### src/hw/exec_macros.svh
// widths and latencies for data words, registers, completion buffer, multiplier and divider
`ifndef EXEC_MACROS_SVH
`define EXEC_MACROS_SVH

// data word and address width
`define XLEN 32

// architectural register file size
`define REG_COUNT 32

// completion buffer depth and thus the tag width
`define NUM_CB_ENTRY 16

// multiplier latency in cycles
`define MUL_STAGES 3

// one quotient bit per iteration
`define DIV_ITERS 32

`endif

### src/hw/exec_pkg.sv
// execute stage types: data and tag vectors, op and state enums, issue, completion and redirect
`include "exec_macros.svh"

package exec_pkg;

  typedef logic [`XLEN-1:0] word_t;
  typedef logic [$clog2(`REG_COUNT)-1:0] reg_idx_t;
  typedef logic [$clog2(`NUM_CB_ENTRY)-1:0] cb_index_t;

  // wide enough for the largest op enum below
  typedef logic [3:0] op_t;

  typedef enum logic [2:0] {
    UNIT_NONE,
    UNIT_ALU,
    UNIT_BRANCH,
    UNIT_JUMP,
    UNIT_MUL,
    UNIT_DIV
  } unit_sel_e;

  typedef enum logic [3:0] {
    ALU_ADD, ALU_SUB, ALU_AND, ALU_OR, ALU_XOR,
    ALU_SLL, ALU_SRL, ALU_SRA, ALU_SLT, ALU_SLTU
  } alu_op_e;

  // jal and jalr share the branch op field
  typedef enum logic [2:0] {
    BR_EQ, BR_NE, BR_LT, BR_GE, BR_LTU, BR_GEU, BR_JAL, BR_JALR
  } br_op_e;

  typedef enum logic [1:0] {MUL_MUL, MUL_MULH, MUL_MULHSU, MUL_MULHU} mul_op_e;

  typedef enum logic [1:0] {DIV_DIV, DIV_DIVU, DIV_REM, DIV_REMU} div_op_e;

  typedef enum logic [1:0] {DIV_IDLE, DIV_RUN, DIV_FINISH} div_state_e;

  // one issued operation, live when unit is not UNIT_NONE
  typedef struct packed {
    unit_sel_e unit;
    op_t       op;
    word_t     pc;
    word_t     port_a;
    word_t     port_b;
    word_t     imm;
    logic      prediction;
    reg_idx_t  rd;
    cb_index_t index;
  } issue_t;

  // completion buffer write port, always accepted
  typedef struct packed {
    logic      ready;
    logic      wen;
    reg_idx_t  rd;
    cb_index_t index;
    word_t     wdata;
  } cb_port_t;

  typedef struct packed {
    logic  valid;
    word_t addr;
  } redirect_t;

endpackage

### src/hw/arith_unit.sv
// single-cycle ALU and jump link value, driving the arithmetic completion port
`timescale 1ns/1ps

module arith_unit (
  input  exec_pkg::issue_t   issue,
  output exec_pkg::cb_port_t cb
);

  logic              is_alu;
  logic              is_jump;
  logic [4:0]        shamt;
  exec_pkg::alu_op_e op;
  exec_pkg::word_t   alu_res;
  exec_pkg::word_t   link;

  assign is_alu  = (issue.unit == exec_pkg::UNIT_ALU);
  assign is_jump = (issue.unit == exec_pkg::UNIT_JUMP);
  assign op      = exec_pkg::alu_op_e'(issue.op);

  // shifts only look at the low five bits
  assign shamt = issue.port_b[4:0];
  assign link  = issue.pc + 32'd4;

  always_comb begin
    case (op)
      exec_pkg::ALU_ADD:  alu_res = issue.port_a + issue.port_b;
      exec_pkg::ALU_SUB:  alu_res = issue.port_a - issue.port_b;
      exec_pkg::ALU_AND:  alu_res = issue.port_a & issue.port_b;
      exec_pkg::ALU_OR:   alu_res = issue.port_a | issue.port_b;
      exec_pkg::ALU_XOR:  alu_res = issue.port_a ^ issue.port_b;
      exec_pkg::ALU_SLL:  alu_res = issue.port_a << shamt;
      exec_pkg::ALU_SRL:  alu_res = issue.port_a >> shamt;
      exec_pkg::ALU_SRA:  alu_res = exec_pkg::word_t'($signed(issue.port_a) >>> shamt);
      exec_pkg::ALU_SLT: begin
        alu_res = exec_pkg::word_t'($signed(issue.port_a) < $signed(issue.port_b));
      end
      exec_pkg::ALU_SLTU: begin
        alu_res = exec_pkg::word_t'(issue.port_a < issue.port_b);
      end
      default:            alu_res = '0;
    endcase
  end

  // completes in the issue cycle, jumps write the return address
  always_comb begin
    cb       = '0;
    cb.ready = is_alu | is_jump;
    cb.wen   = is_alu | is_jump;
    cb.rd    = issue.rd;
    cb.index = issue.index;
    cb.wdata = is_jump ? link : alu_res;
  end

endmodule

### src/hw/branch_resolve.sv
// branch condition, branch and jump targets, mispredict redirect and its registered flag
`timescale 1ns/1ps

module branch_resolve (
  input  logic                CLK,
  input  logic                nRST,
  input  exec_pkg::issue_t    issue,
  output exec_pkg::cb_port_t  cb,
  output exec_pkg::redirect_t redirect,
  output logic                mispredict_ff
);

  logic             is_branch;
  logic             is_jump;
  logic             taken;
  exec_pkg::br_op_e op;
  exec_pkg::word_t  br_target;
  exec_pkg::word_t  jalr_sum;
  exec_pkg::word_t  jump_target;
  exec_pkg::word_t  pc_plus4;

  assign is_branch = (issue.unit == exec_pkg::UNIT_BRANCH);
  assign is_jump   = (issue.unit == exec_pkg::UNIT_JUMP);
  assign op        = exec_pkg::br_op_e'(issue.op[2:0]);

  always_comb begin
    case (op)
      exec_pkg::BR_EQ:  taken = (issue.port_a == issue.port_b);
      exec_pkg::BR_NE:  taken = (issue.port_a != issue.port_b);
      exec_pkg::BR_LT:  taken = ($signed(issue.port_a) < $signed(issue.port_b));
      exec_pkg::BR_GE:  taken = ($signed(issue.port_a) >= $signed(issue.port_b));
      exec_pkg::BR_LTU: taken = (issue.port_a < issue.port_b);
      exec_pkg::BR_GEU: taken = (issue.port_a >= issue.port_b);
      default:          taken = 1'b0;
    endcase
  end

  assign br_target = issue.pc + issue.imm;
  assign pc_plus4  = issue.pc + 32'd4;
  assign jalr_sum  = issue.port_a + issue.imm;

  // jalr drops bit 0 of the sum
  assign jump_target = (op == exec_pkg::BR_JALR) ? (jalr_sum & ~exec_pkg::word_t'(1)) :
                                                  br_target;

  // jumps always redirect, branches only when the prediction was wrong
  always_comb begin
    redirect.valid = is_jump | (is_branch & (taken != issue.prediction));
    if (is_jump) begin
      redirect.addr = jump_target;
    end else if (taken) begin
      redirect.addr = br_target;
    end else begin
      redirect.addr = pc_plus4;
    end
  end

  always_ff @(posedge CLK or negedge nRST) begin
    if (~nRST) begin
      mispredict_ff <= 1'b0;
    end else begin
      mispredict_ff <= redirect.valid;
    end
  end

  // branches retire without a register write
  always_comb begin
    cb       = '0;
    cb.ready = is_branch;
    cb.rd    = issue.rd;
    cb.index = issue.index;
  end

endmodule

### src/hw/div_unit.sv
// iterative restoring divider with FSM, captured tag and busy flag, on the divide port
`timescale 1ns/1ps
`include "exec_macros.svh"

module div_unit (
  input  logic               CLK,
  input  logic               nRST,
  input  exec_pkg::issue_t   issue,
  output exec_pkg::cb_port_t cb,
  output logic               busy
);

  localparam int CW = $clog2(`DIV_ITERS + 1);

  exec_pkg::div_state_e state;
  logic [CW-1:0]        cnt;
  logic                 start;
  logic                 op_signed;
  logic                 a_neg;
  logic                 b_neg;
  exec_pkg::div_op_e    op;

  // captured at start
  exec_pkg::div_op_e    op_q;
  exec_pkg::reg_idx_t   rd_q;
  exec_pkg::cb_index_t  index_q;
  exec_pkg::word_t      dividend_q;
  exec_pkg::word_t      divisor_q;
  exec_pkg::word_t      quo_q;
  exec_pkg::word_t      rem_q;
  logic                 neg_quo_q;
  logic                 neg_rem_q;
  logic                 zero_q;
  logic                 ovf_q;

  logic [`XLEN:0]       rem_shift;
  logic [`XLEN:0]       diff;
  exec_pkg::word_t      quo_fix;
  exec_pkg::word_t      rem_fix;
  exec_pkg::word_t      result;
  logic                 ready_q;
  exec_pkg::word_t      result_q;

  assign op        = exec_pkg::div_op_e'(issue.op[1:0]);
  assign op_signed = (op == exec_pkg::DIV_DIV) | (op == exec_pkg::DIV_REM);
  assign a_neg     = op_signed & issue.port_a[`XLEN-1];
  assign b_neg     = op_signed & issue.port_b[`XLEN-1];

  // busy runs through the ready cycle, so a late issue is dropped too
  assign busy  = (state != exec_pkg::DIV_IDLE) | ready_q;
  assign start = (issue.unit == exec_pkg::UNIT_DIV) & ~busy;

  // one restoring step
  assign rem_shift = {rem_q, quo_q[`XLEN-1]};
  assign diff      = rem_shift - {1'b0, divisor_q};

  always_ff @(posedge CLK or negedge nRST) begin
    if (~nRST) begin
      state <= exec_pkg::DIV_IDLE;
      cnt   <= '0;
    end else begin
      case (state)
        exec_pkg::DIV_IDLE: begin
          cnt <= '0;
          if (start) begin
            state <= (issue.port_b == '0) ? exec_pkg::DIV_FINISH : exec_pkg::DIV_RUN;
          end
        end
        exec_pkg::DIV_RUN: begin
          cnt <= cnt + 1'b1;
          if (cnt == CW'(`DIV_ITERS - 1)) begin
            state <= exec_pkg::DIV_FINISH;
          end
        end
        default: state <= exec_pkg::DIV_IDLE;
      endcase
    end
  end

  always_ff @(posedge CLK) begin
    if (start) begin
      op_q       <= op;
      rd_q       <= issue.rd;
      index_q    <= issue.index;
      dividend_q <= issue.port_a;
      divisor_q  <= b_neg ? -issue.port_b : issue.port_b;
      quo_q      <= a_neg ? -issue.port_a : issue.port_a;
      rem_q      <= '0;
      neg_quo_q  <= a_neg ^ b_neg;
      neg_rem_q  <= a_neg;
      zero_q     <= (issue.port_b == '0);
      ovf_q      <= op_signed & (issue.port_a == {1'b1, {(`XLEN-1){1'b0}}}) &
                    (issue.port_b == '1);
    end else if (state == exec_pkg::DIV_RUN) begin
      if (!diff[`XLEN]) begin
        rem_q <= diff[`XLEN-1:0];
        quo_q <= {quo_q[`XLEN-2:0], 1'b1};
      end else begin
        rem_q <= rem_shift[`XLEN-1:0];
        quo_q <= {quo_q[`XLEN-2:0], 1'b0};
      end
    end
  end

  // sign fixup, then the divide by zero and overflow cases
  always_comb begin
    quo_fix = neg_quo_q ? -quo_q : quo_q;
    rem_fix = neg_rem_q ? -rem_q : rem_q;
    if (zero_q) begin
      quo_fix = '1;
      rem_fix = dividend_q;
    end else if (ovf_q) begin
      quo_fix = dividend_q;
      rem_fix = '0;
    end
    result = ((op_q == exec_pkg::DIV_REM) | (op_q == exec_pkg::DIV_REMU)) ? rem_fix : quo_fix;
  end

  always_ff @(posedge CLK or negedge nRST) begin
    if (~nRST) begin
      ready_q <= 1'b0;
    end else begin
      ready_q <= (state == exec_pkg::DIV_FINISH);
    end
  end

  always_ff @(posedge CLK) begin
    if (state == exec_pkg::DIV_FINISH) begin
      result_q <= result;
    end
  end

  always_comb begin
    cb       = '0;
    cb.ready = ready_q;
    cb.wen   = ready_q;
    cb.rd    = rd_q;
    cb.index = index_q;
    cb.wdata = result_q;
  end

endmodule

### src/hw/mult_pipe.sv
// pipelined multiplier with a tag delay line, driving the multiply completion port
`timescale 1ns/1ps
`include "exec_macros.svh"

module mult_pipe #(
  parameter int STAGES = `MUL_STAGES
) (
  input  logic               CLK,
  input  logic               nRST,
  input  exec_pkg::issue_t   issue,
  output exec_pkg::cb_port_t cb
);

  localparam int PW = 2 * `XLEN;

  logic                     is_mul;
  exec_pkg::mul_op_e        op;
  logic                     a_signed;
  logic                     b_signed;
  logic signed [`XLEN:0]    a_ext;
  logic signed [`XLEN:0]    b_ext;
  logic signed [PW+1:0]     full_prod;

  // tag delay line beside the product
  logic [STAGES-1:0]        valid_q;
  exec_pkg::reg_idx_t       rd_q    [STAGES];
  exec_pkg::cb_index_t      index_q [STAGES];
  logic [PW-1:0]            prod_q  [STAGES];
  logic                     hi_q    [STAGES];

  assign is_mul = (issue.unit == exec_pkg::UNIT_MUL);
  assign op     = exec_pkg::mul_op_e'(issue.op[1:0]);

  // mulhsu treats only the first operand as signed
  assign a_signed = (op == exec_pkg::MUL_MULH) | (op == exec_pkg::MUL_MULHSU);
  assign b_signed = (op == exec_pkg::MUL_MULH);

  assign a_ext     = {a_signed & issue.port_a[`XLEN-1], issue.port_a};
  assign b_ext     = {b_signed & issue.port_b[`XLEN-1], issue.port_b};
  assign full_prod = (PW+2)'(a_ext) * (PW+2)'(b_ext);

  always_ff @(posedge CLK or negedge nRST) begin
    if (~nRST) begin
      valid_q <= '0;
    end else begin
      valid_q[0] <= is_mul;
      for (int i = 1; i < STAGES; i++) begin
        valid_q[i] <= valid_q[i-1];
      end
    end
  end

  // product formed in the first stage, then carried along
  always_ff @(posedge CLK) begin
    prod_q[0]  <= full_prod[PW-1:0];
    hi_q[0]    <= (op != exec_pkg::MUL_MUL);
    rd_q[0]    <= issue.rd;
    index_q[0] <= issue.index;
    for (int i = 1; i < STAGES; i++) begin
      prod_q[i]  <= prod_q[i-1];
      hi_q[i]    <= hi_q[i-1];
      rd_q[i]    <= rd_q[i-1];
      index_q[i] <= index_q[i-1];
    end
  end

  always_comb begin
    cb       = '0;
    cb.ready = valid_q[STAGES-1];
    cb.wen   = valid_q[STAGES-1];
    cb.rd    = rd_q[STAGES-1];
    cb.index = index_q[STAGES-1];
    cb.wdata = hi_q[STAGES-1] ? prod_q[STAGES-1][PW-1:`XLEN] : prod_q[STAGES-1][`XLEN-1:0];
  end

endmodule

### src/hw/ooo_execute.sv
// execute stage top: routes the issued operation to the four units and exposes their ports
`timescale 1ns/1ps

module ooo_execute (
  input  logic                CLK,
  input  logic                nRST,
  input  exec_pkg::issue_t    issue,
  output exec_pkg::cb_port_t  alu_cb,
  output exec_pkg::cb_port_t  br_cb,
  output exec_pkg::cb_port_t  mul_cb,
  output exec_pkg::cb_port_t  div_cb,
  output exec_pkg::redirect_t redirect,
  output logic                mispredict_ff,
  output logic                div_busy
);

  // each unit decodes its own select from the shared issue bus
  arith_unit arith_i (
    .issue (issue),
    .cb    (alu_cb)
  );

  // jumps reach both the ALU for the link and here for the target
  branch_resolve branch_i (
    .CLK           (CLK),
    .nRST          (nRST),
    .issue         (issue),
    .cb            (br_cb),
    .redirect      (redirect),
    .mispredict_ff (mispredict_ff)
  );

  mult_pipe mult_i (
    .CLK   (CLK),
    .nRST  (nRST),
    .issue (issue),
    .cb    (mul_cb)
  );

  div_unit div_i (
    .CLK   (CLK),
    .nRST  (nRST),
    .issue (issue),
    .cb    (div_cb),
    .busy  (div_busy)
  );

endmodule

### config.mk
export PLATFORM = sky130hd
export DESIGN_NAME = ooo_execute
export DESIGN_NICKNAME = d
export VERILOG_FILES = /design/src/hw/exec_pkg.sv /design/src/hw/arith_unit.sv /design/src/hw/branch_resolve.sv /design/src/hw/div_unit.sv /design/src/hw/mult_pipe.sv /design/src/hw/ooo_execute.sv
export VERILOG_INCLUDE_DIRS = /design/src /design/src/hw
export SDC_FILE = /design/constraint.sdc
export NUM_CORES = 2
export LEC_CHECK = 0
export BUFFER_PORTS_ARGS = -buffer_cell sky130_fd_sc_hd__buf_2
export CAP_MARGIN = 10
export CORE_UTILIZATION = 45
export CTS_CLUSTER_DIAMETER = 30
export DETAILED_ROUTE_END_ITERATION = 16
export MAX_ROUTING_LAYER = met4
export SLEW_MARGIN = 20
export SYNTH_ARGS = -nofsm -noshare
export SYNTH_HDL_FRONTEND = slang
export SYNTH_SLANG_ARGS = --single-unit
### constraint.sdc
create_clock -name CLK -period 7.9 [get_ports CLK]
set_clock_uncertainty 0.1 [all_clocks]
set_input_delay 0.395 -clock CLK [delete_from_list [all_inputs] [get_ports CLK]]
set_output_delay 0.395 -clock CLK [all_outputs]
set_load 0.05 [all_outputs]
Word-level counts from Yosys, hierarchy flattened

Memories as Yosys holds them, arrays and structs flattened.
Index checks and enable logic that the tools add are counted.

RAM bits: 222
Memories: 4
Input port bits: 147
Register bits after elaboration: 188
Word-level logic and storage cells: 128

Memory list:

| memory         | depth | width | read ports | clocked after Yosys merged registers in | wr ports | line            | text |
|---|---|---|---|---|---|---|---|
| mult_i.prod_q  | 3     | 64    | 3          | 0                                       | 3        | mult_pipe.sv:28 | `logic [PW-1:0] prod_q [STAGES];` |
| mult_i.rd_q    | 3     | 5     | 3          | 0                                       | 3        | mult_pipe.sv:26 | `exec_pkg::reg_idx_t rd_q [STAGES];` |
| mult_i.index_q | 3     | 4     | 3          | 0                                       | 3        | mult_pipe.sv:27 | `exec_pkg::cb_index_t index_q [STAGES];` |
| mult_i.hi_q    | 3     | 1     | 3          | 0                                       | 3        | mult_pipe.sv:29 | `logic hi_q [STAGES];` |

Multiplexer cells: 25
Reductions and logical operators: 10
Multiply operators: 1
Equality and inequality tests: 34
Bitwise operators: 19
Order comparisons: 4
$add $sub $neg: 11
Shift operators: 3

Operator list:

| cell                                           | number |
|---|---|
| two-way mux 32 bit                             | 17 |
| case mux 32 bit (10 select lines)              | 1 |
| negator 32 bit                                 | 4 |
| adder 32 bit                                   | 3 |
| == test 32 bit (second input constant)         | 2 |
| greater-or-equal comparator 32 bit             | 2 |
| < comparator 32 bit                            | 2 |
| multiplier 33 x 33 -> 64 bit                   | 1 |
| subtractor 33 x 32 -> 33 bit                   | 1 |
| adder 32 x 3 -> 32 bit (second input constant) | 1 |
| bitwise AND 32 bit                             | 1 |
| == test 32 bit                                 | 1 |
| zero test 32 bit                               | 1 |
| != test 32 bit                                 | 1 |
| bitwise OR 32 bit                              | 1 |
| left shift 32 x 5 -> 32 bit                    | 1 |
| >> shifter 32 x 5 -> 32 bit                    | 1 |
| >>> shifter 32 x 5 -> 32 bit                   | 1 |
| subtractor 32 bit                              | 1 |
| bitwise XOR 32 bit                             | 1 |
| == test 4 x 3 -> 1 bit (second input constant) | 4 |
| == test 3 bit (second input constant)          | 5 |
| == test 3 x 2 -> 1 bit (second input constant) | 4 |
| case mux 6 bit (2 select lines)                | 1 |
| 23 further kinds                               | 49 |

Logic depth before layout (Yosys ltp)

Word-level depth: 6
Mapped depth: 35
Depth with buffers taken out: 30

Modules after synthesis

From an unflattened synthesis, not the netlist that was laid out.

Cell total of the unflattened synthesis: 8002
Area, all modules: 70062.2 µm²

Modules (own cells, without submodules):

| module         | instances | area each (µm²) | sequential area each (µm²) | cells an instance |
|---|---|---|---|---|
| mult_pipe      | 1         | 42975.0         | 4519.3                     | 4520 |
| div_unit       | 1         | 11573.6         | 5129.9                     | 1237 |
| arith_unit     | 1         | 9572.9          | 0.0                        | 1380 |
| branch_resolve | 1         | 5940.7          | 25.0                       | 865 |

Least setup slack after synthesis

Ideal clock, no wire load.

Path type: in2reg
Start: in issue[43] in the netlist's numbering
End: mem mult_i.prod_q[0][63] in the netlist's numbering
Stages: 32
Arrival time: 9.446 ns
Path buffers: 6
Slack: -1.718 ns
Cell sequence: clkbuf_1 > clkbuf_1 > buf_1 > buf_2 > clkbuf_1 > buf_1 > and3_1 > fa_1 > inv_1 > fa_1 > inv_1 > fa_1 > inv_1 > fa_1 > inv_1 > fa_1 > fa_1 > fa_1 > inv_1 > fa_1 > inv_1 > ha_1 > nand2_1 > nor2_1 > nand2_1 > o211ai_1 > a22o_1 > a21oi_1 > nor4b_1 > o31ai_1 > a311oi_1 > xnor2_1

RTL lines:

| what            | line             | text |
|---|---|---|
| start, declared | ooo_execute.sv:7 | `input exec_pkg::issue_t issue,` |
| end, declared   | mult_pipe.sv:28  |  |

==> impl_metrics.py <==
metrics = {
    "status": {
        "outcome": "completed",
    },
    "synth": {
        "yosysWarnings": 0,
        "synth_top_area_cell": "fa_1",
        "synthCells": 7556,
        "synth.avg_cell_area_sq_um": 8.765,
        "synth_area_leaders": "fa_1 (34%), ha_1 (7.8%), inv_1 (7.8%)",
        "synth_area_sq_um": 66220,
        "ys.flop_type": "dfxtp_1",
        "async_reset_ff_share_pct": 3.178,
        "yosysUniqueCellTypes": 82,
        "synth_edf_count": 142,
        "synth_top_cell_area_share_pct": 34.16,
        "ys_ff_latch": 409,
        "yosysSeqAreaShare_pct": 14.61,
    },
    "worst_setup_path": {
        "required_ns": 8.37,
        "crit_slowest_cell": "fa_1",
        "critPathLaunchType": "primary input",
        "max_stage_delay_ns": 0.61,
        "cp-end-kind": "flop",
        "path_class": "primary input to flop",
        "cpMostUsedCell": "fa_1",
        "crit_path_max_fanout": 9,
        "cp.arrival_ns": 8.15,
    },
    "placed_design": {
        "place_congestion": 1.062,
        "place_hpwl_um": 228300,
        "place_inst": 10060,
        "numPortBuffers": 320,
    },
    "sta": {
        "tightest_slew_ns": 1.113,
        "fin_crit_sh_pct": 97.20,
        "min_period_ns": 7.679,
        "timing.fmax_mhz": 130.2,
        "hold_viol_final": 0,
        "setup_viol": 0,
        "slew_violations": 0,
        "slew_headroom_pct": 25.15,
    },
    "drt": {
        "drt-pass1-iter-count": 8,
        "routed_wl_um": 271900,
        "drt_iter0_markers": 5550,
        "drc": 0,
        "viasPerCell": 5.649,
        "ant_nets": 0,
        "wire_per_inst_um": 26.45,
        "dr_total_vias": 58070,
    },
    "clock_network": {
        "numClockSinks": 409,
        "cts_tree": "yes",
        "root_buffer": "clkbuf_16",
        "clock_latency_ns": 0.71,
        "htreeDepth": 3,
        "cts_buffers": 90,
        "path_clk_slew_ns": 0.05,
        "clock_path_buffers": 3,
    },
    "grt": {
        "overflow": 0,
        "globalRouteMet1Util_pct": 50.95,
        "antenna_found_initial": 26,
        "grtUsageTotal_pct": 38.22,
        "globalRoute.busiestLayer": "met2",
        "grt_use_met3_pct": 9.082,
        "gr-usage-met2_pct": 54.74,
        "grt_first_pass_wirelength_um": 400100,
        "grt_pass1_vias": 59010,
        "grt_max_degree": 67,
    },
    "die": {
        "ios": 354,
        "start_util_pct": 45.39,
        "dieArea_sq_um": 148700,
        "die_x_um": 385.6,
        "die_y_um": 385.6,
        "rows": 140,
        "coreArea_sq_um": 145900,
    },
    "worst_hold_path": {
        "hp-class": "primary input to asynchronous set/reset pin",
    },
    "final_layout": {
        "fin_cells": 10280,
        "drive_above_1_share_pct": 16.63,
        "nets": 9944,
        "syn2layout_area_growth_pct": 18.18,
    },
    "job": {
        "maxCapViolCount": 0,
    },
}
-- flip-flops by register name, indices dropped and copies added, names as in the netlist, 2 cells and up --
signal,count
mult_i.prod_q,192
div_i.dividend_q,32
div_i.divisor_q,32
div_i.quo_q,32
div_i.rem_q,32
div_i.result_q,32
mult_i.rd_q,15
mult_i.index_q,12
div_i.cnt,6
div_i.rd_q,5
div_i.index_q,4
mult_i.hi_q,3
mult_i.valid_q,3
div_i.state,2
-- stage by stage --
| stage | utilization [%] | TNS (ns) | worst slack (ns) | hold WS, ns | cell area, sq um |
|---|---|---|---|---|---|
| final | 53.64 | 0 | 0.2208 | 0.01974 | 78270 |
| after global routing | 53.63 | -0.001356 | -0.001356 | 0.05454 | 78250 |
| after CTS | 53.52 | 0 | 0.07952 | 0.00008049 | 78090 |
| after detailed placement | 51.15 | -8.371 | -0.5370 | 0.2120 | 74640 |
| after global placement | 51.15 | -8.323 | -0.5521 | 0.2097 | 74640 |
| after floorplan | - | -0.03491 | -0.03491 | -0.0005911 | 66780 |
-- critical path: cells and delay by family --
| kind | cells | cell delay, ns |
|---|---|---|
| AOI/OAI and AO/OA | 4 | 1.05 |
| xor gates and xnor gates | 1 | 0.16 |
| adders and majority gates | 9 | 4.47 |
| buffers and inverters | 8 | 0.99 |
| and+or+nand+nor | 6 | 1.05 |
-- what timing repair did --
item                                    in CTS  in global routing
setup buffers                                0                  2
resized for setup                            0                 18
hold buffers                                16                  0
endpoints found under the setup margin       0                 15
hold endpoints to repair                    37                  0
-- final cells by class --
| type | count | area (sq um) |
|---|---|---|
| Timing Repair Buffer | 1044 | 7868 |
| Multi-Input combinational cell | 5309 | 49690 |
| Tap cell | 1917 | 2399 |
| Fill cell | 13580 | 67650 |
| Clock buffer | 106 | 2382 |
| Sequential cell | 409 | 9676 |
| Inverter | 1400 | 5274 |
| Clock inverter | 64 | 903.4 |
| Antenna cell | 31 | 77.57 |
-- kinds of logic (layout without fill, tap and decap cells) --
logic type / Yosys count / after routing / synth area share, %
AND/OR/NAND/NOR: 2002 / 2002 / 12.80
multiplexers: 159 / 159 / 3.384
other: 1 / 64 / 0.005663
adder cells (fa/ha/maj): 1543 / 1543 / 41.96
AO/OA/AOI/OAI: 1263 / 1263 / 12.17
flip-flops: 409 / 409 / 14.61
XOR/XNOR: 309 / 309 / 4.087
buffers and inverters: 1870 / 2614 / 10.99
-- Yosys cell counts (26+ instances only) --
master	n
and3_1	33
mux4_2	47
or3_1	26
mux2_2	49
xor2_1	131
o31ai_1	29
a21o_1	82
o22ai_1	30
ha_1	413
clkbuf_1	284
o21a_1	27
nand3_1	64
nor3_1	54
a221o_1	44
buf_1	112
fa_1	1130
inv_1	1371
nor2_1	629
edfxtp_1	142
buf_4	66
nor2b_1	31
nand4_1	32
o21ai_0	303
o211ai_1	32
a221oi_1	27
nand2b_1	33
o21bai_1	30
a211oi_1	50
a21oi_1	373
a31oi_1	44
nand2_1	979
dfxtp_1	254
o22a_1	36
xnor2_1	178
mux2i_1	63
-- path summary, 6_finish.rpt --
kind                                       startpoint                endpoint  slack, ns  depth (start not counted)
worst min register to register  mult_i.prod_q[0][108]   mult_i.prod_q[0][172]       0.19                          0
max in group asynchronous                        nRST            div_i.cnt[3]       7.42                          2
worst min-delay path                             nRST  branch_i.mispredict_ff       0.02                          2
worst max-delay path                        issue[85]    mult_i.prod_q[0][60]       0.22                         28
min in group CLK                           issue[144]  branch_i.mispredict_ff       0.03                          3
worst max register to register        div_i.rem_q[12]         div_i.rem_q[30]       2.97                         12
-- layer usage --
metal / vias up / share of wire (%)
met5: - / 0
li1: 25420 / -
met4: 0 / 5.6
met2: 3083 / 43
met1: 29010 / 41
met3: 556 / 11
-- cell usage in the layout, fill, tap and decap left out, types with 30 or more instances in the layout --
master | synthesis | layout
mux4_2 | 47 | 47
and3_1 | 33 | 32
o22a_1 | 36 | 36
buf_4 | 66 | 648
o21bai_1 | 30 | 30
conb_1 | 1 | 33
a31oi_1 | 44 | 44
nand2_1 | 979 | 976
clkbuf_16 | 0 | 90
a211oi_1 | 50 | 48
a221o_1 | 44 | 44
inv_1 | 1371 | 1362
buf_2 | 8 | 314
mux2_2 | 49 | 49
a21oi_1 | 373 | 371
o211ai_1 | 32 | 32
o21ai_0 | 303 | 300
diode_2 | 0 | 31
nand4_1 | 32 | 32
mux2i_1 | 63 | 63
nor3_1 | 54 | 48
nand3_1 | 64 | 63
edfxtp_1 | 142 | 142
ha_1 | 413 | 404
buf_12 | 0 | 62
xor2_1 | 131 | 131
nor2_1 | 629 | 627
nand2b_1 | 33 | 32
xnor2_1 | 178 | 178
o22ai_1 | 30 | 30
a21o_1 | 82 | 82
fa_1 | 1130 | 1122
dfxtp_1 | 254 | 253
Power is not shown: default switching activity piles up to over one toggle a cycle in this logic, so the estimate is an artifact.
